$ cat src/logic/core_pkg.sv
// core package: data widths, instruction encodings, select codes and state types
package core_pkg;

  typedef logic [31:0] word_t;
  typedef logic [4:0]  reg_addr_t;
  typedef logic [7:0]  mem_addr_t;
  typedef logic [15:0] count_t;
  typedef logic [5:0]  opcode_t;
  typedef logic [1:0]  imm_sel_t;
  typedef logic [1:0]  wb_sel_t;
  typedef logic        src_sel_t;
  typedef logic [2:0]  alu_op_t;
  typedef logic [1:0]  host_cmd_t;

  // primary opcodes, instruction bits 30..25
  localparam opcode_t TYPE_BASIC = 6'b100000;
  localparam opcode_t ADDI       = 6'b101000;
  localparam opcode_t ORI        = 6'b101100;
  localparam opcode_t XORI       = 6'b101011;
  localparam opcode_t LWI        = 6'b000010;
  localparam opcode_t SWI        = 6'b001010;
  localparam opcode_t MOVI       = 6'b100010;
  localparam opcode_t BEQ        = 6'b100110;
  localparam opcode_t J          = 6'b100100;
  localparam opcode_t TYPE_LS    = 6'b011100;

  // basic sub-opcodes in bits 4..0
  localparam logic [4:0] ADD   = 5'b00000;
  localparam logic [4:0] SUB   = 5'b00001;
  localparam logic [4:0] AND   = 5'b00010;
  localparam logic [4:0] OR    = 5'b00100;
  localparam logic [4:0] XOR   = 5'b00011;
  localparam logic [4:0] SRLI  = 5'b01001;
  localparam logic [4:0] SLLI  = 5'b01000;
  localparam logic [4:0] ROTRI = 5'b01011;

  // load/store sub-opcodes in bits 7..0
  localparam logic [7:0] LW = 8'b00000010;
  localparam logic [7:0] SW = 8'b00001010;

  localparam imm_sel_t IMM5_ZE  = 2'd0;
  localparam imm_sel_t IMM15_SE = 2'd1;
  localparam imm_sel_t IMM15_ZE = 2'd2;
  localparam imm_sel_t IMM20_SE = 2'd3;

  localparam wb_sel_t WB_ALU  = 2'd0;
  localparam wb_sel_t WB_DMEM = 2'd1;

  localparam src_sel_t SRC_REG = 1'b0;
  localparam src_sel_t SRC_IMM = 1'b1;

  localparam alu_op_t ALU_ADD = 3'd0;
  localparam alu_op_t ALU_SUB = 3'd1;
  localparam alu_op_t ALU_AND = 3'd2;
  localparam alu_op_t ALU_OR  = 3'd3;
  localparam alu_op_t ALU_XOR = 3'd4;
  localparam alu_op_t ALU_SRL = 3'd5;
  localparam alu_op_t ALU_SLL = 3'd6;
  localparam alu_op_t ALU_ROR = 3'd7;

  typedef enum logic [3:0] {
    ST_STOP        = 4'd0,
    ST_FETCH       = 4'd1,
    ST_EXECUTE     = 4'd2,
    ST_WRITE       = 4'd3,
    ST_LOAD_READ   = 4'd4,
    ST_LOAD_WAIT   = 4'd5,
    ST_STORE_READ  = 4'd6,
    ST_STORE_WRITE = 4'd7,
    ST_UPDATE_PC   = 4'd8
  } ctrl_state_t;

  localparam host_cmd_t CMD_WRITE_IMEM = 2'd0;
  localparam host_cmd_t CMD_WRITE_DMEM = 2'd1;
  localparam host_cmd_t CMD_READ_DMEM  = 2'd2;
  localparam host_cmd_t CMD_START      = 2'd3;

endpackage

$ cat src/logic/alu.sv
// alu: add, subtract, logic ops, shifts and rotate right, with an equality flag
`timescale 1ns/1ps

module alu import core_pkg::*; (
  input  alu_op_t op,
  input  word_t   a,
  input  word_t   b,
  output word_t   result,
  output logic    equal
);

  logic [4:0]  shamt;
  logic [63:0] rotated;

  assign shamt = b[4:0];
  // doubled word shifted right gives the rotate in the low half
  assign rotated = {a, a} >> shamt;

  always_comb begin
    case (op)
      ALU_ADD: result = a + b;
      ALU_SUB: result = a - b;
      ALU_AND: result = a & b;
      ALU_OR:  result = a | b;
      ALU_XOR: result = a ^ b;
      ALU_SRL: result = a >> shamt;
      ALU_SLL: result = a << shamt;
      ALU_ROR: result = rotated[31:0];
    endcase
  end

  assign equal = (a == b);

endmodule

$ cat src/logic/register_file.sv
// register file: 32 by 32-bit, two combinational read ports, one write port, r0 reads zero
`timescale 1ns/1ps

module register_file import core_pkg::*; (
  input  logic      clock,
  input  logic      reset,
  input  reg_addr_t read_a,
  input  reg_addr_t read_b,
  input  reg_addr_t write_addr,
  input  word_t     write_data,
  input  logic      write_enable,
  output word_t     data_a,
  output word_t     data_b
);

  word_t regs [32];

  always_ff @(posedge clock) begin
    if (reset) begin
      for (int i = 0; i < 32; i++) begin
        regs[i] <= '0;
      end
    end else if (write_enable && (write_addr != 5'd0)) begin
      regs[write_addr] <= write_data;
    end
  end

  assign data_a = (read_a == 5'd0) ? '0 : regs[read_a];
  assign data_b = (read_b == 5'd0) ? '0 : regs[read_b];

endmodule

$ cat src/logic/core_datapath.sv
// core datapath: program counter, immediate extension, operand muxing, alu and writeback
`timescale 1ns/1ps

module core_datapath import core_pkg::*; (
  input  logic      clock,
  input  logic      reset,
  input  logic      start,
  input  logic      pc_set,
  input  logic      pc_advance,
  input  logic      reg_read,
  input  logic      reg_write,
  input  logic      alu_execute,
  input  imm_sel_t  imm_sel,
  input  src_sel_t  src_sel_a,
  input  src_sel_t  src_sel_b,
  input  wb_sel_t   wb_sel,
  input  alu_op_t   alu_op,
  input  reg_addr_t rt,
  input  reg_addr_t ra,
  input  reg_addr_t rb,
  input  word_t     imm_field,
  input  word_t     dmem_rdata,
  output mem_addr_t pc,
  output logic      alu_equal,
  output mem_addr_t dmem_addr,
  output word_t     dmem_wdata
);

  word_t     imm_ext;
  word_t     data_a;
  word_t     data_b;
  word_t     alu_a;
  word_t     alu_b;
  word_t     alu_result;
  word_t     result_q;
  word_t     store_q;
  word_t     write_data;
  reg_addr_t read_b_addr;
  logic      equal;

  always_comb begin
    case (imm_sel)
      IMM5_ZE:  imm_ext = {27'd0, imm_field[14:10]};
      IMM15_SE: imm_ext = {{17{imm_field[14]}}, imm_field[14:0]};
      IMM15_ZE: imm_ext = {17'd0, imm_field[14:0]};
      IMM20_SE: imm_ext = {{12{imm_field[19]}}, imm_field[19:0]};
    endcase
  end

  // port b reads rt for stores and beq
  assign read_b_addr = reg_read ? rt : rb;
  assign alu_a       = (src_sel_a == SRC_IMM) ? imm_ext : data_a;
  assign alu_b       = (src_sel_b == SRC_IMM) ? imm_ext : data_b;
  assign write_data  = (wb_sel == WB_DMEM) ? dmem_rdata : result_q;

  register_file regs0 (
    .clock        (clock),
    .reset        (reset),
    .read_a       (ra),
    .read_b       (read_b_addr),
    .write_addr   (rt),
    .write_data   (write_data),
    .write_enable (reg_write),
    .data_a       (data_a),
    .data_b       (data_b)
  );

  alu alu0 (
    .op     (alu_op),
    .a      (alu_a),
    .b      (alu_b),
    .result (alu_result),
    .equal  (equal)
  );

  always_ff @(posedge clock) begin
    if (reset || start) begin
      pc        <= '0;
      alu_equal <= 1'b0;
    end else begin
      if (pc_set) begin
        // beq and j offsets agree in the low byte, all the pc can hold
        pc <= pc + imm_field[7:0];
      end else if (pc_advance) begin
        pc <= pc + 8'd1;
      end
      if (alu_execute) begin
        alu_equal <= equal;
      end
    end
  end

  always_ff @(posedge clock) begin
    if (alu_execute) begin
      result_q <= alu_result;
    end
    if (reg_read) begin
      store_q <= data_b;
    end
  end

  // effective address is the alu sum
  assign dmem_addr  = result_q[7:0];
  assign dmem_wdata = store_q;

endmodule

$ cat config.mk
export PLATFORM = sky130hd
export DESIGN_NAME = core_datapath
export DESIGN_NICKNAME = d
export VERILOG_FILES = /design/src/logic/core_pkg.sv /design/src/logic/alu.sv /design/src/logic/register_file.sv /design/src/logic/core_datapath.sv
export SDC_FILE = /design/constraint.sdc
export NUM_CORES = 2
export LEC_CHECK = 0
export BUFFER_PORTS_ARGS = -buffer_cell sky130_fd_sc_hd__buf_4
export CELL_PAD_IN_SITES_DETAIL_PLACEMENT = 0
export CELL_PAD_IN_SITES_GLOBAL_PLACEMENT = 1
export CORE_MARGIN = 3
export CORE_UTILIZATION = 38
export DETAILED_ROUTE_END_ITERATION = 16
export PLACE_DENSITY = 0.64
export SETUP_SLACK_MARGIN = 0.4
export SKIP_LAST_GASP = 1
export SLEW_MARGIN = 20
export SYNTH_ARGS = -nofsm -noshare
export SYNTH_HDL_FRONTEND = slang
export SYNTH_SLANG_ARGS = --single-unit
$ cat constraint.sdc
create_clock -name clock -period 12.15 [get_ports clock]
set_input_delay 0.6075 -clock clock [delete_from_list [all_inputs] [get_ports clock]]
set_output_delay 0.6075 -clock clock [all_outputs]
set_load 0.02 [all_outputs]
==> impl_metrics.csv <==
group,metric,value,unit
status,outcome,"completed",
floorplanning,num_rows,152,
logic_synthesis,syn_area,65800,µm²
global_routing,grt_pass1_vias,49500,
final_layout,fillerInstances,16000,
clocking,clock_sinks,1097,
logic_synthesis,synth_top_area_share,49.7,%
drt,drt_iter0_drc,7396,
drt,vias_per_cell,6.47,
min_path,hold_class,"primary input to flip-flop",
logic_synthesis,synth_cell_types,109,
global_routing,antenna_found_initial,8,
sta,hold_ws,185,ps
logic_synthesis,yosysTopAreaCell,"edfxtp_1",
logic_synthesis,yosysSeqAreaShare,49.9,%
power,p_per_area,147,nW/µm²
global_routing,grt_max_degree,86,
clocking,cts.path.max_buffers,3,
floorplanning,dieArea,178000,µm²
place,dp_hpwl,173000,µm
sta,fin_crit,8730,ps
clocking,cts_tree,"done",
clocking,htree_num_levels,3,
logic_synthesis,synth.area.top_cells,"edfxtp_1 (50%), mux4_2 (14%), nor2_1 (6.6%)",
sta,slew_viol_final,0,
sta,final.period_utilization,71.9,%
clocking,ctsResizeCount,0,
final_layout,syn2layout_area_growth,12.1,%
logic_synthesis,synth_flop_cell,"edfxtp_1",
global_routing,grt_overflow,0,
final_layout,post-route-util,42.9,%
power,p_total,10800,µW
sta,fmax,0.114,GHz
global_routing,grt_first_pass_wirelength,383000,µm
drt,drt_wl_total,275000,µm
sta,rsz0062_at_grt,"no",
floorplanning,die_w,422,µm
clocking,postCtsSetupBuffers,0,
final_layout,layout-drive-gt1-share,21.0,%
worst_setup_path,endpoint_kind,"flip-flop",
power,leakage,0.0266,µW
global_routing,grt.total_usage,30.0,%
worst_setup_path,critPathLaunchType,"primary input",
floorplanning,core-area,172000,µm²
final_layout,multi_input_area,30900,µm²
drt,wire_per_inst,34.8,µm
worst_setup_path,cp.arrival,9210,ps
clocking,clockRootBuffer,"clkbuf_16",
clocking,clkSlewWorstSetupHoldPaths,70,ps
job,cap_violations,0,
logic_synthesis,synthCells,5545,
place,port_buffers,132,
logic_synthesis,async_flop_share,0,%
drt,drc,0,
place,gp_congestion,0.999,
worst_setup_path,rrSetupSlack,4680,ps
logic_synthesis,ys_warn_count,0,
drt,vias,51000,
sta,final_hold_viol_count,0,
final_layout,seq_area,32900,µm²
sta,finalClockSkew,45.9,ps
drt,firstDrtPassIters,6,
worst_setup_path,worstSetupPathType,"primary input to flip-flop",
clocking,hold_buffers,0,
sta,setup_viol,0,
place,dp.cells,7654,
final_layout,finalNonFillerCells,7885,
final_layout,nNetsFinal,5676,
sta,final.setup.tns,0,ps
logic_synthesis,avgSynthCellArea,11.9,µm²
logic_synthesis,yosys.cell_count.top_type,"nor2_1",
drt,ant_nets,0,
power,ir_worst_vdd,124,µV
floorplanning,start_util,38.3,%
logic_synthesis,synth_edf_count,1088,
logic_synthesis,ys_ff_latch,1097,
sta,worst_pin_slew,1220,ps
clocking,cts_buffers,120,
worst_setup_path,cp_max_fo,49,
logic_synthesis,synth_common_cells,"nor2_1 (1149), edfxtp_1 (1088), mux4_2 (412)",
worst_setup_path,critPathRequiredTime,12620,ps
floorplanning,io_pins,145,
clocking,insertion_delay,800,ps
floorplanning,die_h,422,µm
sta,slew-limit-headroom,18.2,%
path summary, 6_finish.rpt:
kind	depth (start not counted)	start	end
min reg2reg	2	alu_equal	alu_equal
max	22	reg_read	result_q[29]
min	3	pc_advance	pc[0]
max reg2reg	19	regs0.regs[31][9]	result_q[29]
registers in the layout, summed over array words and instances (netlist names):
name        cells
alu_equal       1
dmem_wdata     32
pc              8
regs0.regs   1024
result_q       32
power breakdown:
group,internal (µW),switching [µW]
clock,2060,1620
combinational,900,1800
sequential,4350,101
total,7310,3520
final cells by class:
type / instances / area share (%)
sequential: 1097 / 44.5
multi-input combinational: 3790 / 41.8
clock buffer: 144 / 4.22
tap: 2310 / 3.92
timing repair buffer: 318 / 3.68
clock inverter: 77 / 1.04
inverter: 147 / 0.748
antenna: 2 / 0.00678
layout by cell type, fill, tap and decap left out, types with 37 or more instances in the layout:
cell,count
o22ai_1,59
mux4_2,412
nand3_1,75
o21ai_0,122
a31oi_1,72
nand2_1,304
nor2_1,1147
buf_4,296
nor3_1,38
a21oi_1,190
clkbuf_16,124
o22a_1,43
o221ai_1,86
mux2i_1,281
mux2_2,92
a221oi_1,51
ha_1,103
edfxtp_1,1088
a211oi_1,55
nor2b_1,37
inv_1,134
o211ai_1,37
per-stage QoR:
stage                     instance area, µm²  worst slack [ps]
after floorplan                        65900              5010
after global placement                 69500              3050
after detailed placement               69700              3090
after CTS                              73500              3910
after global routing                   73800              3090
final                                  73800              3420
per-layer routing:
metal  GRT usage, %  part of all wire (%)
met1           40.4                    39
met2           48.6                    47
met3           4.65                   9.4
met4           12.4                   4.6
met5              0                0.0084
critical path: stages:
cell and delay [ps]:
buf_4 320, buf_4 500, mux2_8 630, buf_4 580
buf_4 520, mux4_2 370, nand2_1 80, nand3_1 110
a31oi_1 710, o22a_1 290, ha_1 260, inv_1 140
nor4_1 680, nand3_1 230, nor4_1 660, o211ai_1 330
a2111oi_0 790, nor4_1 130, o21ai_0 440, o21ai_0 140
o22ai_1 280, o2111ai_1 250
logic make-up after synthesis:
group,count (synthesis),share of synthesized area (%)
and+or+nand+nor,1783,11.2
DFF,1097,49.9
AOI/OAI and AO/OA,1003,10.8
muxes,838,21.1
buffers and inverters,689,4.55
adders and majority gates,107,2.07
xor gates and xnor gates,27,0.359
other,1,0.00570
Power figures use the tool's default switching activity.
