### config.mk
export PLATFORM = sky130hd
export DESIGN_NAME = program_loader
export DESIGN_NICKNAME = d
export VERILOG_FILES = /design/src/logic/core_pkg.sv /design/src/logic/program_loader.sv
export SDC_FILE = /design/constraint.sdc
export NUM_CORES = 1
export LEC_CHECK = 0
export ABC_AREA = 0
export BUFFER_PORTS_ARGS = -buffer_cell sky130_fd_sc_hd__clkbuf_2
export CORE_MARGIN = 2
export CORE_UTILIZATION = 23
export CTS_CLUSTER_DIAMETER = 30
export DETAILED_ROUTE_END_ITERATION = 7
export SLEW_MARGIN = 40
export SYNTH_ARGS = -nofsm -noshare
export SYNTH_HDL_FRONTEND = slang
export SYNTH_SLANG_ARGS = --single-unit
export TNS_END_PERCENT = 20
### constraint.sdc
create_clock -name clock -period 7.4 [get_ports clock]
set_input_delay 0.74 -clock clock [delete_from_list [all_inputs] [get_ports clock]]
set_output_delay 0.74 -clock clock [all_outputs]
set_load 0.02 [all_outputs]
### src/logic/core_pkg.sv
// core package: data widths, instruction encodings, select codes and state types
package core_pkg;

  typedef logic [31:0] word_t;
  typedef logic [4:0]  reg_addr_t;
  typedef logic [7:0]  mem_addr_t;
  typedef logic [15:0] count_t;
  typedef logic [5:0]  opcode_t;
  typedef logic [1:0]  imm_sel_t;
  typedef logic [1:0]  wb_sel_t;
  typedef logic        src_sel_t;
  typedef logic [2:0]  alu_op_t;
  typedef logic [1:0]  host_cmd_t;

  // primary opcodes, instruction bits 30..25
  localparam opcode_t TYPE_BASIC = 6'b100000;
  localparam opcode_t ADDI       = 6'b101000;
  localparam opcode_t ORI        = 6'b101100;
  localparam opcode_t XORI       = 6'b101011;
  localparam opcode_t LWI        = 6'b000010;
  localparam opcode_t SWI        = 6'b001010;
  localparam opcode_t MOVI       = 6'b100010;
  localparam opcode_t BEQ        = 6'b100110;
  localparam opcode_t J          = 6'b100100;
  localparam opcode_t TYPE_LS    = 6'b011100;

  // basic sub-opcodes in bits 4..0
  localparam logic [4:0] ADD   = 5'b00000;
  localparam logic [4:0] SUB   = 5'b00001;
  localparam logic [4:0] AND   = 5'b00010;
  localparam logic [4:0] OR    = 5'b00100;
  localparam logic [4:0] XOR   = 5'b00011;
  localparam logic [4:0] SRLI  = 5'b01001;
  localparam logic [4:0] SLLI  = 5'b01000;
  localparam logic [4:0] ROTRI = 5'b01011;

  // load/store sub-opcodes in bits 7..0
  localparam logic [7:0] LW = 8'b00000010;
  localparam logic [7:0] SW = 8'b00001010;

  localparam imm_sel_t IMM5_ZE  = 2'd0;
  localparam imm_sel_t IMM15_SE = 2'd1;
  localparam imm_sel_t IMM15_ZE = 2'd2;
  localparam imm_sel_t IMM20_SE = 2'd3;

  localparam wb_sel_t WB_ALU  = 2'd0;
  localparam wb_sel_t WB_DMEM = 2'd1;

  localparam src_sel_t SRC_REG = 1'b0;
  localparam src_sel_t SRC_IMM = 1'b1;

  localparam alu_op_t ALU_ADD = 3'd0;
  localparam alu_op_t ALU_SUB = 3'd1;
  localparam alu_op_t ALU_AND = 3'd2;
  localparam alu_op_t ALU_OR  = 3'd3;
  localparam alu_op_t ALU_XOR = 3'd4;
  localparam alu_op_t ALU_SRL = 3'd5;
  localparam alu_op_t ALU_SLL = 3'd6;
  localparam alu_op_t ALU_ROR = 3'd7;

  typedef enum logic [3:0] {
    ST_STOP        = 4'd0,
    ST_FETCH       = 4'd1,
    ST_EXECUTE     = 4'd2,
    ST_WRITE       = 4'd3,
    ST_LOAD_READ   = 4'd4,
    ST_LOAD_WAIT   = 4'd5,
    ST_STORE_READ  = 4'd6,
    ST_STORE_WRITE = 4'd7,
    ST_UPDATE_PC   = 4'd8
  } ctrl_state_t;

  localparam host_cmd_t CMD_WRITE_IMEM = 2'd0;
  localparam host_cmd_t CMD_WRITE_DMEM = 2'd1;
  localparam host_cmd_t CMD_READ_DMEM  = 2'd2;
  localparam host_cmd_t CMD_START      = 2'd3;

endpackage

### src/logic/program_loader.sv
// program loader: four-phase host port for memory access, program length and run start
`timescale 1ns/1ps

module program_loader import core_pkg::*; (
  input  logic      clock,
  input  logic      reset,
  input  logic      host_req,
  input  host_cmd_t host_cmd,
  input  mem_addr_t host_addr,
  input  word_t     host_wdata,
  input  logic      done,
  input  word_t     dmem_rdata,
  output logic      host_ack,
  output word_t     host_rdata,
  output logic      start,
  output count_t    program_length,
  output logic      running,
  output logic      imem_we,
  output mem_addr_t imem_addr,
  output word_t     imem_wdata,
  output logic      host_dmem_we,
  output mem_addr_t host_dmem_addr,
  output word_t     host_dmem_wdata
);

  typedef enum logic [2:0] {
    LD_IDLE,
    LD_ACT,
    LD_WAIT_READ,
    LD_ACK,
    LD_WAIT_RELEASE
  } loader_state_t;

  loader_state_t state;

  always_ff @(posedge clock) begin
    if (reset) begin
      state          <= LD_IDLE;
      running        <= 1'b0;
      program_length <= '0;
    end else begin
      if (start) begin
        running        <= 1'b1;
        program_length <= host_wdata[15:0];
      end else if (done) begin
        running <= 1'b0;
      end
      case (state)
        LD_IDLE: begin
          // requests wait here until the run is over
          if (host_req && !running) begin
            state <= (host_cmd == CMD_READ_DMEM) ? LD_WAIT_READ : LD_ACT;
          end
        end
        LD_ACT, LD_WAIT_READ: state <= LD_ACK;
        LD_ACK:               state <= host_req ? LD_WAIT_RELEASE : LD_IDLE;
        LD_WAIT_RELEASE: begin
          if (!host_req) begin
            state <= LD_IDLE;
          end
        end
        default: state <= LD_IDLE;
      endcase
    end
  end

  // memory already addressed by host_addr while idle
  always_ff @(posedge clock) begin
    if (state == LD_WAIT_READ) begin
      host_rdata <= dmem_rdata;
    end
  end

  assign host_ack     = (state == LD_ACK) || (state == LD_WAIT_RELEASE);
  assign start        = (state == LD_ACT) && (host_cmd == CMD_START);
  assign imem_we      = (state == LD_ACT) && (host_cmd == CMD_WRITE_IMEM);
  assign host_dmem_we = (state == LD_ACT) && (host_cmd == CMD_WRITE_DMEM);

  assign imem_addr       = host_addr;
  assign imem_wdata      = host_wdata;
  assign host_dmem_addr  = host_addr;
  assign host_dmem_wdata = host_wdata;

endmodule

==> metrics.txt <==
# TYPE chip_impl_metric gauge
chip_impl_metric{name="relSlewSlack",unit="%"} 67.1
chip_impl_info{name="timing.rr.end",value="program_length[6]$_SDFFE_PP0P_"} 1
chip_impl_metric{name="internal-power",unit="W"} 0.000466
chip_impl_metric{name="cts.htree.levels",unit=""} 2
chip_impl_metric{name="dr_wl_met3",unit="um"} 690
chip_impl_metric{name="worstPathRequired",unit="ps"} 6660
chip_impl_metric{name="synth_fp_nets",unit=""} 283
chip_impl_info{name="grt_setup_unrepaired",value="false"} 1
chip_impl_info{name="cp-end-kind",value="primary output"} 1
chip_impl_metric{name="first_iter_violations",unit=""} 28
chip_impl_metric{name="worst_pin_slew",unit="ps"} 493
chip_impl_metric{name="layout.cells.non_filler",unit=""} 404
chip_impl_metric{name="initial_antenna_violation_count",unit=""} 0
chip_impl_metric{name="routedLengthMet1",unit="mm"} 1.96
chip_impl_metric{name="synth_top_area_share",unit="%"} 38.6
chip_impl_info{name="synth_ff_type",value="edfxtp_1"} 1
chip_impl_metric{name="max-clock-path-buffers",unit=""} 2
chip_impl_metric{name="number_of_synthesized_register_bits",unit=""} 52
chip_impl_metric{name="die-width",unit="um"} 108
chip_impl_metric{name="setup.reg_to_reg.worst_slack",unit="ps"} 6020
chip_impl_metric{name="post_cts_buffers",unit=""} 0
chip_impl_metric{name="power.share.switching",unit="%"} 26.4
chip_impl_metric{name="worstPathMaxFanout",unit=""} 17
chip_impl_metric{name="gr-total-overflow",unit=""} 0
chip_impl_info{name="type_of_origin_of_the_critical_path",value="flop"} 1
chip_impl_metric{name="numCtsBuffers",unit=""} 5
chip_impl_metric{name="power_density",unit="mW/mm^2"} 223
chip_impl_metric{name="clk_pin_slew",unit="ps"} 100
chip_impl_metric{name="postRouteAntennaNets",unit=""} 0
chip_impl_info{name="worst_hold_path_type",value="flop to flop"} 1
chip_impl_metric{name="first_pass_iters",unit=""} 4
chip_impl_metric{name="p_switching",unit="W"} 0.000167
chip_impl_metric{name="boundaryPins",unit=""} 211
chip_impl_metric{name="power_frac_comb",unit="%"} 16.2
chip_impl_metric{name="timing.final.hold_violations",unit=""} 0
chip_impl_metric{name="max_cap_violations",unit=""} 0
chip_impl_metric{name="via_count",unit=""} 1529
chip_impl_metric{name="clock_sinks",unit=""} 52
chip_impl_metric{name="vdd.ir_drop.worst",unit="uV"} 87.8
chip_impl_metric{name="hpwl",unit="mm"} 4.09
chip_impl_metric{name="floorplan.core_area",unit="mm^2"} 0.0104
chip_impl_metric{name="share_of_power_burned_in_registers",unit="%"} 53.0
chip_impl_metric{name="path_depth",unit=""} 4
chip_impl_metric{name="first_global_vias",unit=""} 1356
chip_impl_metric{name="grt_pass1_wl",unit="mm"} 7.06
chip_impl_metric{name="wl_per_cell",unit="um"} 12.8
chip_impl_metric{name="report.final.setup_viol",unit=""} 0
chip_impl_metric{name="maximum_number_of_pins_on_one_net_before_global_route_repair",unit=""} 36
chip_impl_metric{name="route.detailed.drc",unit=""} 0
chip_impl_metric{name="mappedNetlistArea",unit="mm^2"} 0.00249
chip_impl_info{name="post_synth_main_area_contributors",value="edfxtp_1, buf_4, dfxtp_1"} 1
chip_impl_metric{name="asyncSetResetFlopFracSynth",unit="%"} 0
chip_impl_metric{name="global_route.usage.total",unit="%"} 8.04
chip_impl_metric{name="synth_enable_flop_cells",unit=""} 32
chip_impl_info{name="cp_slowest_cell",value="dfxtp_1"} 1
chip_impl_metric{name="holdBufCountCts",unit=""} 0
chip_impl_metric{name="final_period_minus_worst_setup_slack",unit="ps"} 2360
chip_impl_metric{name="worstSkewPairLatency",unit="ps"} 300
chip_impl_info{name="setup.worst_path.start",value="state[0]$_SDFFE_PP0P_"} 1
chip_impl_metric{name="initial_utilization",unit="%"} 23.9
chip_impl_metric{name="power_frac_clock",unit="%"} 30.8
chip_impl_info{name="tritoncts_clock_tree",value="done"} 1
chip_impl_info{name="top_layer",value="met4"} 1
chip_impl_metric{name="max_clock_freq",unit="MHz"} 425
chip_impl_metric{name="yosys.cell_types.count",unit=""} 20
chip_impl_metric{name="crit_path_max_incr_delay",unit="ps"} 430
chip_impl_metric{name="insertedDiodeCount",unit=""} 0
chip_impl_info{name="path_class",value="flop to primary output"} 1
chip_impl_metric{name="cp_data_arrival_time",unit="ps"} 1620
chip_impl_info{name="synth_largest_area_cell",value="edfxtp_1"} 1
chip_impl_metric{name="critPathBufInv",unit=""} 2
chip_impl_metric{name="area_enclosed_by_the_die_boundary",unit="mm^2"} 0.0117
chip_impl_metric{name="synth.yosys.seq_area_share",unit="%"} 54.7
chip_impl_metric{name="area_growth_syn_to_layout",unit="%"} 14.2
chip_impl_info{name="regToRegStartpoint",value="state[0]$_SDFFE_PP0P_"} 1
chip_impl_metric{name="synthCells",unit=""} 205
chip_impl_metric{name="yosys_warnings",unit=""} 0
chip_impl_metric{name="post_cts.resized_instances",unit=""} 0
chip_impl_metric{name="detailed_route_vias_per_instance",unit=""} 3.78
chip_impl_info{name="cp_delay_by_family_top",value="simple AND/OR/NAND/NOR gates"} 1
chip_impl_metric{name="placed_cells",unit=""} 396
chip_impl_metric{name="timing.final.crit_share",unit="%"} 31.8
chip_impl_metric{name="cellLeakagePower",unit="nW"} 1.25
chip_impl_metric{name="post-layout-total-power",unit="W"} 0.000633
chip_impl_metric{name="fin_hold_ws",unit="ps"} 483
chip_impl_info{name="status",value="finished clean"} 1
chip_impl_metric{name="port_buffers",unit=""} 138
chip_impl_metric{name="timing.setup.tns",unit="ps"} 0
chip_impl_info{name="synth.cells.most_frequent",value="buf_4, nand2b_1, edfxtp_1, dfxtp_1, mux2i_1"} 1
chip_impl_metric{name="globalplace.congestion",unit=""} 0.642
chip_impl_metric{name="final_nets",unit=""} 345
chip_impl_metric{name="total_met2_wirelength_after_detailed_routing",unit="mm"} 2.27
chip_impl_info{name="critical_path.cell_chain",value="nor3b_2, nand3_2, inv_6, clkbuf_2"} 1
chip_impl_info{name="library_cell_used_as_clock_root_buffer",value="clkbuf_8"} 1
chip_impl_metric{name="finalMaxSlewViolations",unit=""} 0
chip_impl_metric{name="syn-mean-instance-area",unit="um^2"} 12.1
chip_impl_metric{name="layout-drive-gt1-share",unit="%"} 56.0
chip_impl_metric{name="fin_skew",unit="ps"} 8.85
chip_impl_info{name="synth_most_common_cell",value="buf_4"} 1
chip_impl_metric{name="die_h",unit="um"} 108
chip_impl_metric{name="r2r_cells",unit=""} 4
chip_impl_info{name="setup.worst_path.end",value="start"} 1
chip_impl_metric{name="placement_rows",unit=""} 37
chip_impl_metric{name="finalWirelength",unit="mm"} 5.16
[how the worst min path moves through the flow]
stage                                   start                             end  slack [ps]  depth (start not counted)
2_1_floorplan           state[2]$_SDFFE_PP0P_           state[2]$_SDFFE_PP0P_         490                          2
3_3_place_gp   program_length[8]$_SDFFE_PP0P_  program_length[8]$_SDFFE_PP0P_         460                          2
6_report       program_length[0]$_SDFFE_PP0P_  program_length[0]$_SDFFE_PP0P_         480                          2
5_1_grt        program_length[1]$_SDFFE_PP0P_  program_length[1]$_SDFFE_PP0P_         500                          2
4_1_cts        program_length[8]$_SDFFE_PP0P_  program_length[8]$_SDFFE_PP0P_         490                          2
3_5_place_dp   program_length[8]$_SDFFE_PP0P_  program_length[8]$_SDFFE_PP0P_         470                          2
[through the flow]
step	area, um^2	util, %	setup slack [ps]
after CTS	2840	27.3	5020
after global placement	2730	26.2	5240
after detailed placement	2730	26.2	5230
after global routing	2840	27.3	4880
final	2840	27.3	5040
after floorplan	2490	-	4120
[cells in the final DEF (no fill, tap or decap), types with 2 or more instances in the layout]
cell	Yosys	final
dfxtp_1	20	20
clkbuf_8	0	5
nor3b_1	3	2
clkbuf_2	0	138
a21oi_1	3	3
edfxtp_1	32	32
nor3b_2	1	2
nand2_1	3	3
nand2b_1	34	34
mux2i_1	16	16
[kinds of logic after synthesis]
| group | after synthesis | synth area share [%] |
|---|---|---|
| buffers and inverters | 86 | 25.9 |
| DFF | 52 | 54.7 |
| and+or+nand+nor | 45 | 11.5 |
| muxes | 16 | 6.44 |
| AOI/OAI and AO/OA | 6 | 1.46 |
[flip-flops by register name (all words and copies together), names as in the netlist]
signal,cells
host_rdata,32
program_length,16
state,3
running,1
[power groups by stage]
stage | sequential [W] | clock, W | combinational, W
floorplan | 0.000363 | 0 | 0.0000889
global placement | 0.000342 | 0 | 0.000103
detailed placement | 0.000343 | 0 | 0.000104
CTS | 0.000336 | 0.000208 | 0.000105
global route | 0.000338 | 0.000213 | 0.000111
finish | 0.000336 | 0.000195 | 0.000103
[worst min-delay path: stages (launching register included)]
cell,delay [ps]
dfxtp_1,330
nand2b_1,60
mux2i_1,60
[layer usage]
| metal | vias to the layer above | GRT usage (%) |
|---|---|---|
| li1 | 728 | - |
| met1 | 673 | 8.46 |
| met2 | 97 | 13.1 |
| met3 | 31 | 3.01 |
| met4 | 0 | 6.04 |
| met5 | - | 0 |
[cell type report]
cell class | instances | area (um^2)
Clock buffer | 5 | 68.8
Inverter | 2 | 12.5
Fill cell | 1092 | 7570
Timing Repair Buffer | 139 | 698
Multi-Input combinational cell | 67 | 488
Clock inverter | 3 | 42.5
Sequential cell | 52 | 1360
Tap cell | 136 | 170
Power figures use the tool's default switching activity.
