==> config.mk <==
export PLATFORM = sky130hd
export DESIGN_NAME = ir_controller
export DESIGN_NICKNAME = d
export VERILOG_FILES = /design/src/logic/core_pkg.sv /design/src/logic/ir_controller.sv
export SDC_FILE = /design/constraint.sdc
export NUM_CORES = 1
export LEC_CHECK = 0
export ABC_CLOCK_PERIOD_IN_PS = 2000
export BUFFER_PORTS_ARGS = -buffer_cell sky130_fd_sc_hd__buf_4
export CAP_MARGIN = 20
export CORE_MARGIN = 1.5
export CORE_UTILIZATION = 46
export DETAILED_ROUTE_END_ITERATION = 7
export PLACE_DENSITY = 0.86
export SLEW_MARGIN = 20
export SYNTH_ARGS = -nofsm -noshare
export SYNTH_HDL_FRONTEND = slang
export SYNTH_SLANG_ARGS = --single-unit
export TNS_END_PERCENT = 1
==> constraint.sdc <==
create_clock -name clock -period 2 [get_ports clock]
set_input_delay 0.2 -clock clock [delete_from_list [all_inputs] [get_ports clock]]
set_output_delay 0.2 -clock clock [all_outputs]
set_load 0.02 [all_outputs]
==> src/logic/core_pkg.sv <==
// core package: data widths, instruction encodings, select codes and state types
package core_pkg;

  typedef logic [31:0] word_t;
  typedef logic [4:0]  reg_addr_t;
  typedef logic [7:0]  mem_addr_t;
  typedef logic [15:0] count_t;
  typedef logic [5:0]  opcode_t;
  typedef logic [1:0]  imm_sel_t;
  typedef logic [1:0]  wb_sel_t;
  typedef logic        src_sel_t;
  typedef logic [2:0]  alu_op_t;
  typedef logic [1:0]  host_cmd_t;

  // primary opcodes, instruction bits 30..25
  localparam opcode_t TYPE_BASIC = 6'b100000;
  localparam opcode_t ADDI       = 6'b101000;
  localparam opcode_t ORI        = 6'b101100;
  localparam opcode_t XORI       = 6'b101011;
  localparam opcode_t LWI        = 6'b000010;
  localparam opcode_t SWI        = 6'b001010;
  localparam opcode_t MOVI       = 6'b100010;
  localparam opcode_t BEQ        = 6'b100110;
  localparam opcode_t J          = 6'b100100;
  localparam opcode_t TYPE_LS    = 6'b011100;

  // basic sub-opcodes in bits 4..0
  localparam logic [4:0] ADD   = 5'b00000;
  localparam logic [4:0] SUB   = 5'b00001;
  localparam logic [4:0] AND   = 5'b00010;
  localparam logic [4:0] OR    = 5'b00100;
  localparam logic [4:0] XOR   = 5'b00011;
  localparam logic [4:0] SRLI  = 5'b01001;
  localparam logic [4:0] SLLI  = 5'b01000;
  localparam logic [4:0] ROTRI = 5'b01011;

  // load/store sub-opcodes in bits 7..0
  localparam logic [7:0] LW = 8'b00000010;
  localparam logic [7:0] SW = 8'b00001010;

  localparam imm_sel_t IMM5_ZE  = 2'd0;
  localparam imm_sel_t IMM15_SE = 2'd1;
  localparam imm_sel_t IMM15_ZE = 2'd2;
  localparam imm_sel_t IMM20_SE = 2'd3;

  localparam wb_sel_t WB_ALU  = 2'd0;
  localparam wb_sel_t WB_DMEM = 2'd1;

  localparam src_sel_t SRC_REG = 1'b0;
  localparam src_sel_t SRC_IMM = 1'b1;

  localparam alu_op_t ALU_ADD = 3'd0;
  localparam alu_op_t ALU_SUB = 3'd1;
  localparam alu_op_t ALU_AND = 3'd2;
  localparam alu_op_t ALU_OR  = 3'd3;
  localparam alu_op_t ALU_XOR = 3'd4;
  localparam alu_op_t ALU_SRL = 3'd5;
  localparam alu_op_t ALU_SLL = 3'd6;
  localparam alu_op_t ALU_ROR = 3'd7;

  typedef enum logic [3:0] {
    ST_STOP        = 4'd0,
    ST_FETCH       = 4'd1,
    ST_EXECUTE     = 4'd2,
    ST_WRITE       = 4'd3,
    ST_LOAD_READ   = 4'd4,
    ST_LOAD_WAIT   = 4'd5,
    ST_STORE_READ  = 4'd6,
    ST_STORE_WRITE = 4'd7,
    ST_UPDATE_PC   = 4'd8
  } ctrl_state_t;

  localparam host_cmd_t CMD_WRITE_IMEM = 2'd0;
  localparam host_cmd_t CMD_WRITE_DMEM = 2'd1;
  localparam host_cmd_t CMD_READ_DMEM  = 2'd2;
  localparam host_cmd_t CMD_START      = 2'd3;

endpackage

==> src/logic/ir_controller.sv <==
// instruction controller: instruction register, nine-state sequencer, decode and run status
`timescale 1ns/1ps

module ir_controller import core_pkg::*; (
  input  logic      clock,
  input  logic      reset,
  input  logic      start,
  input  count_t    program_length,
  input  mem_addr_t pc,
  input  word_t     imem_rdata,
  input  logic      alu_equal,
  output logic      pc_set,
  output logic      pc_advance,
  output logic      reg_read,
  output logic      reg_write,
  output logic      alu_execute,
  output logic      dmem_read,
  output logic      dmem_write,
  output imm_sel_t  imm_sel,
  output src_sel_t  src_sel_a,
  output src_sel_t  src_sel_b,
  output wb_sel_t   wb_sel,
  output alu_op_t   alu_op,
  output reg_addr_t rt,
  output reg_addr_t ra,
  output reg_addr_t rb,
  output word_t     imm_field,
  output count_t    ins_count,
  output logic      done
);

  word_t       ir;
  ctrl_state_t state;
  logic        active;
  opcode_t     opcode;
  logic [4:0]  sub5;
  logic [7:0]  sub8;
  logic        is_nop;
  logic        is_load;
  logic        is_store;
  logic        is_beq;
  logic        is_j;
  logic        take_branch;

  assign opcode    = ir[30:25];
  assign sub5      = ir[4:0];
  assign sub8      = ir[7:0];
  assign rt        = ir[24:20];
  assign ra        = ir[19:15];
  assign rb        = ir[14:10];
  assign imm_field = ir;

  // nop is srli with a zero shift amount
  assign is_nop   = (opcode == TYPE_BASIC) && (sub5 == SRLI) && (rb == 5'd0);
  assign is_load  = (opcode == LWI) || ((opcode == TYPE_LS) && (sub8 == LW));
  assign is_store = (opcode == SWI) || ((opcode == TYPE_LS) && (sub8 == SW));
  assign is_beq   = (opcode == BEQ);
  assign is_j     = (opcode == J);
  assign take_branch = is_j || (is_beq && alu_equal);

  always_ff @(posedge clock) begin
    if (reset) begin
      ir <= '0;
    end else if (state == ST_FETCH) begin
      ir <= imem_rdata;
    end
  end

  always_ff @(posedge clock) begin
    if (reset) begin
      state     <= ST_STOP;
      active    <= 1'b0;
      done      <= 1'b0;
      ins_count <= '0;
    end else if (start) begin
      state     <= ST_STOP;
      active    <= 1'b1;
      done      <= 1'b0;
      ins_count <= '0;
    end else begin
      case (state)
        ST_STOP: begin
          // idle when not active; the run ends once pc hits the length
          if (active) begin
            if ({8'd0, pc} == program_length) begin
              active <= 1'b0;
              done   <= 1'b1;
            end else begin
              state <= ST_FETCH;
            end
          end
        end
        ST_FETCH:       state <= ST_EXECUTE;
        ST_EXECUTE:     state <= ST_LOAD_READ;
        ST_LOAD_READ:   state <= ST_LOAD_WAIT;
        ST_LOAD_WAIT:   state <= ST_WRITE;
        ST_WRITE:       state <= ST_STORE_READ;
        ST_STORE_READ:  state <= ST_STORE_WRITE;
        ST_STORE_WRITE: state <= ST_UPDATE_PC;
        ST_UPDATE_PC: begin
          state <= ST_STOP;
          if (!is_nop) begin
            ins_count <= ins_count + 1'b1;
          end
        end
        default: state <= ST_STOP;
      endcase
    end
  end

  always_comb begin
    pc_set      = 1'b0;
    pc_advance  = 1'b0;
    reg_read    = 1'b0;
    reg_write   = 1'b0;
    alu_execute = 1'b0;
    dmem_read   = 1'b0;
    dmem_write  = 1'b0;
    case (state)
      ST_EXECUTE: begin
        alu_execute = 1'b1;
        // beq compares rt, so read it during execute
        reg_read    = is_beq;
      end
      ST_LOAD_READ, ST_LOAD_WAIT: dmem_read = is_load;
      ST_WRITE:       reg_write  = !(is_nop || is_store || is_beq || is_j);
      ST_STORE_READ:  reg_read   = is_store;
      ST_STORE_WRITE: dmem_write = is_store;
      ST_UPDATE_PC: begin
        pc_set     = take_branch;
        pc_advance = !take_branch;
      end
      default: ;
    endcase
  end

  always_comb begin
    imm_sel   = IMM5_ZE;
    src_sel_a = SRC_REG;
    src_sel_b = SRC_REG;
    wb_sel    = WB_ALU;
    alu_op    = ALU_ADD;
    case (opcode)
      TYPE_BASIC: begin
        case (sub5)
          ADD: alu_op = ALU_ADD;
          SUB: alu_op = ALU_SUB;
          AND: alu_op = ALU_AND;
          OR:  alu_op = ALU_OR;
          XOR: alu_op = ALU_XOR;
          SRLI: begin
            alu_op    = ALU_SRL;
            src_sel_b = SRC_IMM;
          end
          SLLI: begin
            alu_op    = ALU_SLL;
            src_sel_b = SRC_IMM;
          end
          ROTRI: begin
            alu_op    = ALU_ROR;
            src_sel_b = SRC_IMM;
          end
          default: alu_op = ALU_ADD;
        endcase
      end
      ADDI: begin
        imm_sel   = IMM15_SE;
        src_sel_b = SRC_IMM;
      end
      ORI: begin
        imm_sel   = IMM15_ZE;
        src_sel_b = SRC_IMM;
        alu_op    = ALU_OR;
      end
      XORI: begin
        imm_sel   = IMM15_ZE;
        src_sel_b = SRC_IMM;
        alu_op    = ALU_XOR;
      end
      LWI: begin
        imm_sel   = IMM15_ZE;
        src_sel_b = SRC_IMM;
        wb_sel    = WB_DMEM;
      end
      SWI: begin
        imm_sel   = IMM15_ZE;
        src_sel_b = SRC_IMM;
      end
      MOVI: begin
        // imm or imm passes the immediate through
        imm_sel   = IMM20_SE;
        src_sel_a = SRC_IMM;
        src_sel_b = SRC_IMM;
        alu_op    = ALU_OR;
      end
      BEQ:     alu_op = ALU_SUB;
      TYPE_LS: wb_sel = (sub8 == LW) ? WB_DMEM : WB_ALU;
      default: ;
    endcase
  end

endmodule

==> impl_results.html <==
<table>
<tr><th>Metric</th><th>Value</th></tr>
<tr><th colspan="2">Status</th></tr>
<tr><td>Result of the run</td><td>finished, final reports clean</td></tr>
<tr><th colspan="2">STA</th></tr>
<tr><td>Post-Route Skew</td><td>9.60 ps</td></tr>
<tr><td>Final number of setup-violating endpoints</td><td>0</td></tr>
<tr><td>RSZ-0062 raised after global routing</td><td>yes</td></tr>
<tr><td>Final Slew Violations</td><td>0</td></tr>
<tr><td>Worst Setup Slack, final</td><td>between 30 and 40 ps</td></tr>
<tr><td>Highest attainable clock frequency</td><td>approximately 500 MHz</td></tr>
<tr><td>Post-route clock period utilization</td><td>98.2%</td></tr>
<tr><td>Time the worst path needs with I/O delays and setup</td><td>1960 ps</td></tr>
<tr><td>Final-report hold violation count</td><td>0</td></tr>
<tr><th colspan="2">Final layout</th></tr>
<tr><td>Share of layout cells above drive strength 1</td><td>between 30% and 40%</td></tr>
<tr><td>Antenna Diode Count</td><td>0</td></tr>
<tr><td>Growth of design area from synthesis to finish</td><td>44.2%</td></tr>
<tr><td>Net count reported at finish</td><td>553</td></tr>
<tr><th colspan="2">Routing</th></tr>
<tr><td>Sum of routed wire segments on met1</td><td>3.32 mm</td></tr>
<tr><td>Top Layer Used</td><td>met4</td></tr>
<tr><td>Total wire length after detailed routing</td><td>8.12 mm</td></tr>
<tr><td>Ratio of routed vias to standard cells</td><td>roughly 5.4</td></tr>
<tr><td>Iter 0 DRT Violations</td><td>around 160</td></tr>
<tr><td>Number of nets still failing antenna checks after routing</td><td>0</td></tr>
<tr><td>Drt drc</td><td>0</td></tr>
<tr><td>Met2 routed WL</td><td>about 4 mm</td></tr>
<tr><td>Met3 routed wirelength</td><td>around 630 microns</td></tr>
<tr><td>Routed WL per cell</td><td>between 10 and 15 microns</td></tr>
<tr><td>Total vias in the final route</td><td>~3,000</td></tr>
<tr><td>Number of optimization iterations in the first detailed-route pass</td><td>5</td></tr>
<tr><th colspan="2">Hold path</th></tr>
<tr><td>Instance count along the most critical hold path</td><td>3</td></tr>
<tr><td>Worst hold endpoint</td><td>imm_field[29]</td></tr>
<tr><td>Startpoint of the worst hold path</td><td>imem_rdata[29]</td></tr>
<tr><td>Min-delay worst type</td><td>in -&gt; reg</td></tr>
<tr><th colspan="2">Worst setup path</th></tr>
<tr><td>Register-to-Register Setup Slack</td><td>~170 ps</td></tr>
<tr><td>Worst r2r dst</td><td>ins_count[15]</td></tr>
<tr><td>CP Launch Point</td><td>imm_field[4]</td></tr>
<tr><td>Required time at the endpoint of the critical path</td><td>roughly 1800 ps</td></tr>
<tr><td>R2R cell count</td><td>5</td></tr>
<tr><td>Maximum net fanout on the critical path</td><td>4</td></tr>
<tr><td>Beginning of the worst register-to-register path</td><td>state[0]</td></tr>
<tr><td>Kind of start point of the critical path</td><td>flop</td></tr>
<tr><td>Worst Setup End Kind</td><td>primary output</td></tr>
<tr><td>Class of the most critical setup path</td><td>reg -&gt; out</td></tr>
<tr><td>Data arrival time of the worst path</td><td>approximately 1800 ps</td></tr>
<tr><th colspan="2">Clocking</th></tr>
<tr><td>TritonCTS clock tree</td><td>yes</td></tr>
<tr><td>Clk slew on worst S/H paths</td><td>~100 ps</td></tr>
<tr><td>Clock latency reported for the late side of the worst-skew pair</td><td>320 ps</td></tr>
<tr><td>Number of buffers created by CTS</td><td>5</td></tr>
<tr><td>Maximum clock path buffer count</td><td>2</td></tr>
<tr><td>Cts-stage hold buffer count</td><td>0</td></tr>
<tr><td>Clock root buffer</td><td>sky130_fd_sc_hd__clkbuf_8</td></tr>
<tr><td>CTS H-tree depth</td><td>2</td></tr>
<tr><td>CTS sink cnt</td><td>54</td></tr>
<tr><th colspan="2">Floorplanning</th></tr>
<tr><td>Number of top-level pins</td><td>140</td></tr>
<tr><td>Area of the die</td><td>approximately 0.0066 sq mm</td></tr>
<tr><td>Initial standard-cell utilization of the core</td><td>between 40% and 50%</td></tr>
<tr><td>Vertical die dimension</td><td>81.3 microns</td></tr>
<tr><td>Die width</td><td>just over 80 microns</td></tr>
<tr><td>Row Count</td><td>28</td></tr>
<tr><td>Core box area</td><td>~0.0059 sq mm</td></tr>
<tr><th colspan="2">Global route</th></tr>
<tr><td>Wire length of the first global-routing pass</td><td>~13 mm</td></tr>
<tr><td>Via count of the first global-routing pass</td><td>approximately 2,900</td></tr>
<tr><td>Initial antenna violation count</td><td>0</td></tr>
<tr><td>Largest net degree at the start of global routing</td><td>36</td></tr>
<tr><td>Gr ovfl total</td><td>0</td></tr>
<tr><td>Global-route total usage across every layer</td><td>approximately a quarter</td></tr>
<tr><th colspan="2">Synth</th></tr>
<tr><td>Dominant register cell in the synthesized netlist</td><td>sky130_fd_sc_hd__dfxtp_1</td></tr>
<tr><td>Yosys warning total</td><td>0</td></tr>
<tr><td>Post-synth EDFFs</td><td>0</td></tr>
<tr><td>Post-synthesis cell type count</td><td>43</td></tr>
<tr><td>Post-synthesis net count</td><td>429</td></tr>
<tr><td>Total standard cell area after synthesis</td><td>roughly 0.0028 sq mm</td></tr>
<tr><td>Average footprint of a synthesized cell</td><td>between 7 and 8 sq um</td></tr>
<tr><td>Fraction of registers with async set/reset</td><td>0%</td></tr>
<tr><td>Sequential area share after synthesis</td><td>around two fifths</td></tr>
<tr><td>Synthesis-stage register bit count</td><td>54</td></tr>
<tr><td>Number of instances in the synthesized netlist</td><td>368</td></tr>
<tr><th colspan="2">Placed design</th></tr>
<tr><td>Worst setup slack after placement</td><td>between 150 and 200 ps</td></tr>
<tr><td>Final weighted congestion of routability-driven global placement</td><td>roughly 0.88</td></tr>
<tr><td>Detailed-placement wirelength estimate</td><td>~6.0 mm</td></tr>
<tr><td>I/O Buffers</td><td>between 100 and 150</td></tr>
<tr><th colspan="2">Pwr</th></tr>
<tr><td>Static leakage</td><td>about 1.7 nW</td></tr>
<tr><td>Total Power</td><td>2.37 mW</td></tr>
<tr><td>Maximum vdd ir drop</td><td>roughly 0.00033 V</td></tr>
<tr><td>Power density over cell area</td><td>583 mW/mm^2</td></tr>
<tr><th colspan="2">Run</th></tr>
<tr><td>Number of max-capacitance violations reported</td><td>0</td></tr>
</table>
[registers in the layout (all words and copies together) (netlist names)]
register,flops
active,1
done,1
state,4
imm_field,32
ins_count,16
[where the power goes]
part           internal (mW)  leakage [nW]  switching (mW)
clock                  0.534        0.0714           0.374
sequential              1.10         0.442          0.0274
combinational          0.170          1.21           0.169
total                   1.80          1.73           0.570
[kinds of logic (layout without fill, tap and decap cells)]
logic type	after synthesis	count (layout)	share of synthesized area, %
compound gates	74	74	14.7
xor+xnor	20	20	6.21
fa+ha+maj	1	1	0.444
buf+inv	41	166	8.21
flops	54	54	38.3
mux	4	4	1.55
other cells	1	1	0.133
simple gates	173	173	30.4
[worst max-delay path by stage]
stage,to,slack (ps),depth (start not counted)
finish,reg_read,40,6
global route,reg_read,-80,6
CTS,reg_read,-30,6
detailed placement,ins_count[0],150,6
global placement,state[0],160,5
floorplan,alu_op[0],-9,4
[cell type report]
| type | instances | area (sq um) |
|---|---|---|
| Fill cell | 506 | 1860 |
| Multi-Input combinational cell | 273 | 1540 |
| Timing Repair Buffer | 156 | 1170 |
| Sequential cell | 54 | 1100 |
| Tap cell | 75 | 93.8 |
| Clock buffer | 6 | 82.6 |
| Clock inverter | 2 | 60.1 |
| Inverter | 2 | 7.51 |
[metal layers]
layer | vias up | global-route usage, %
met5 | - | 0
met4 | 0 | 7.76
met3 | 13 | 6.63
met2 | 136 | 45.6
met1 | 1437 | 29.2
li1 | 1488 | -
[worst max-delay path, cell delays in order (launching register included)]
cell	delay (ps)
sky130_fd_sc_hd__dfxtp_4	370
sky130_fd_sc_hd__nor4b_2	260
sky130_fd_sc_hd__and4_1	260
sky130_fd_sc_hd__a21oi_2	80
sky130_fd_sc_hd__mux2i_1	140
sky130_fd_sc_hd__and3_1	210
sky130_fd_sc_hd__buf_6	130
[cell usage after synthesis (all sizes together), types with 5 or more instances]
cell type	instances	area share, %
xor2	16	5.0
o21ai	15	2.7
and3	7	1.6
nor2b	7	1.6
clkbuf	15	2.0
dfxtp	54	38
buf	24	5.9
nand3	13	2.3
o2111ai	5	1.8
nor2	28	3.7
o211ai	5	1.3
or3	7	1.6
nand2	77	10
a21oi	46	8.2
nor3	7	1.2
[cells in the final DEF, fill, tap and decap left out, drive strengths merged, types with 4 or more instances in the layout]
master   synthesis  routed
and3             7       7
or3              7       7
dfxtp           54      54
xor2            16      16
clkbuf          15       6
nand2           77      77
o2111ai          5       5
nor4             4       4
buf             24     156
a21oi           46      46
nor2b            7       7
o21ai           15      15
o211ai           5       5
nand3           13      13
xnor2            4       4
nor2            28      28
nor4b            4       4
nor3             7       7
[timing repair]
item	CTS	global route
resized for setup	8	15
pin swaps	1	4
setup endpoints to repair	4	12
buffers inserted	1	4
hold endpoints to repair	0	0
[through the flow]
step                hold slack (ps)  area (sq um)  cells  setup TNS [ps]  util (%)
finish                          101          4070    568               0      68.7
global route                    117          4070    568           -78.7      68.7
CTS                             113          4000    564           -26.3      67.5
detailed placement              448          3830    555               0      64.8
global placement                430          3830    555               0      64.8
floorplan                       317          2820    368           -18.5         -
Power figures use the tool's default switching activity.
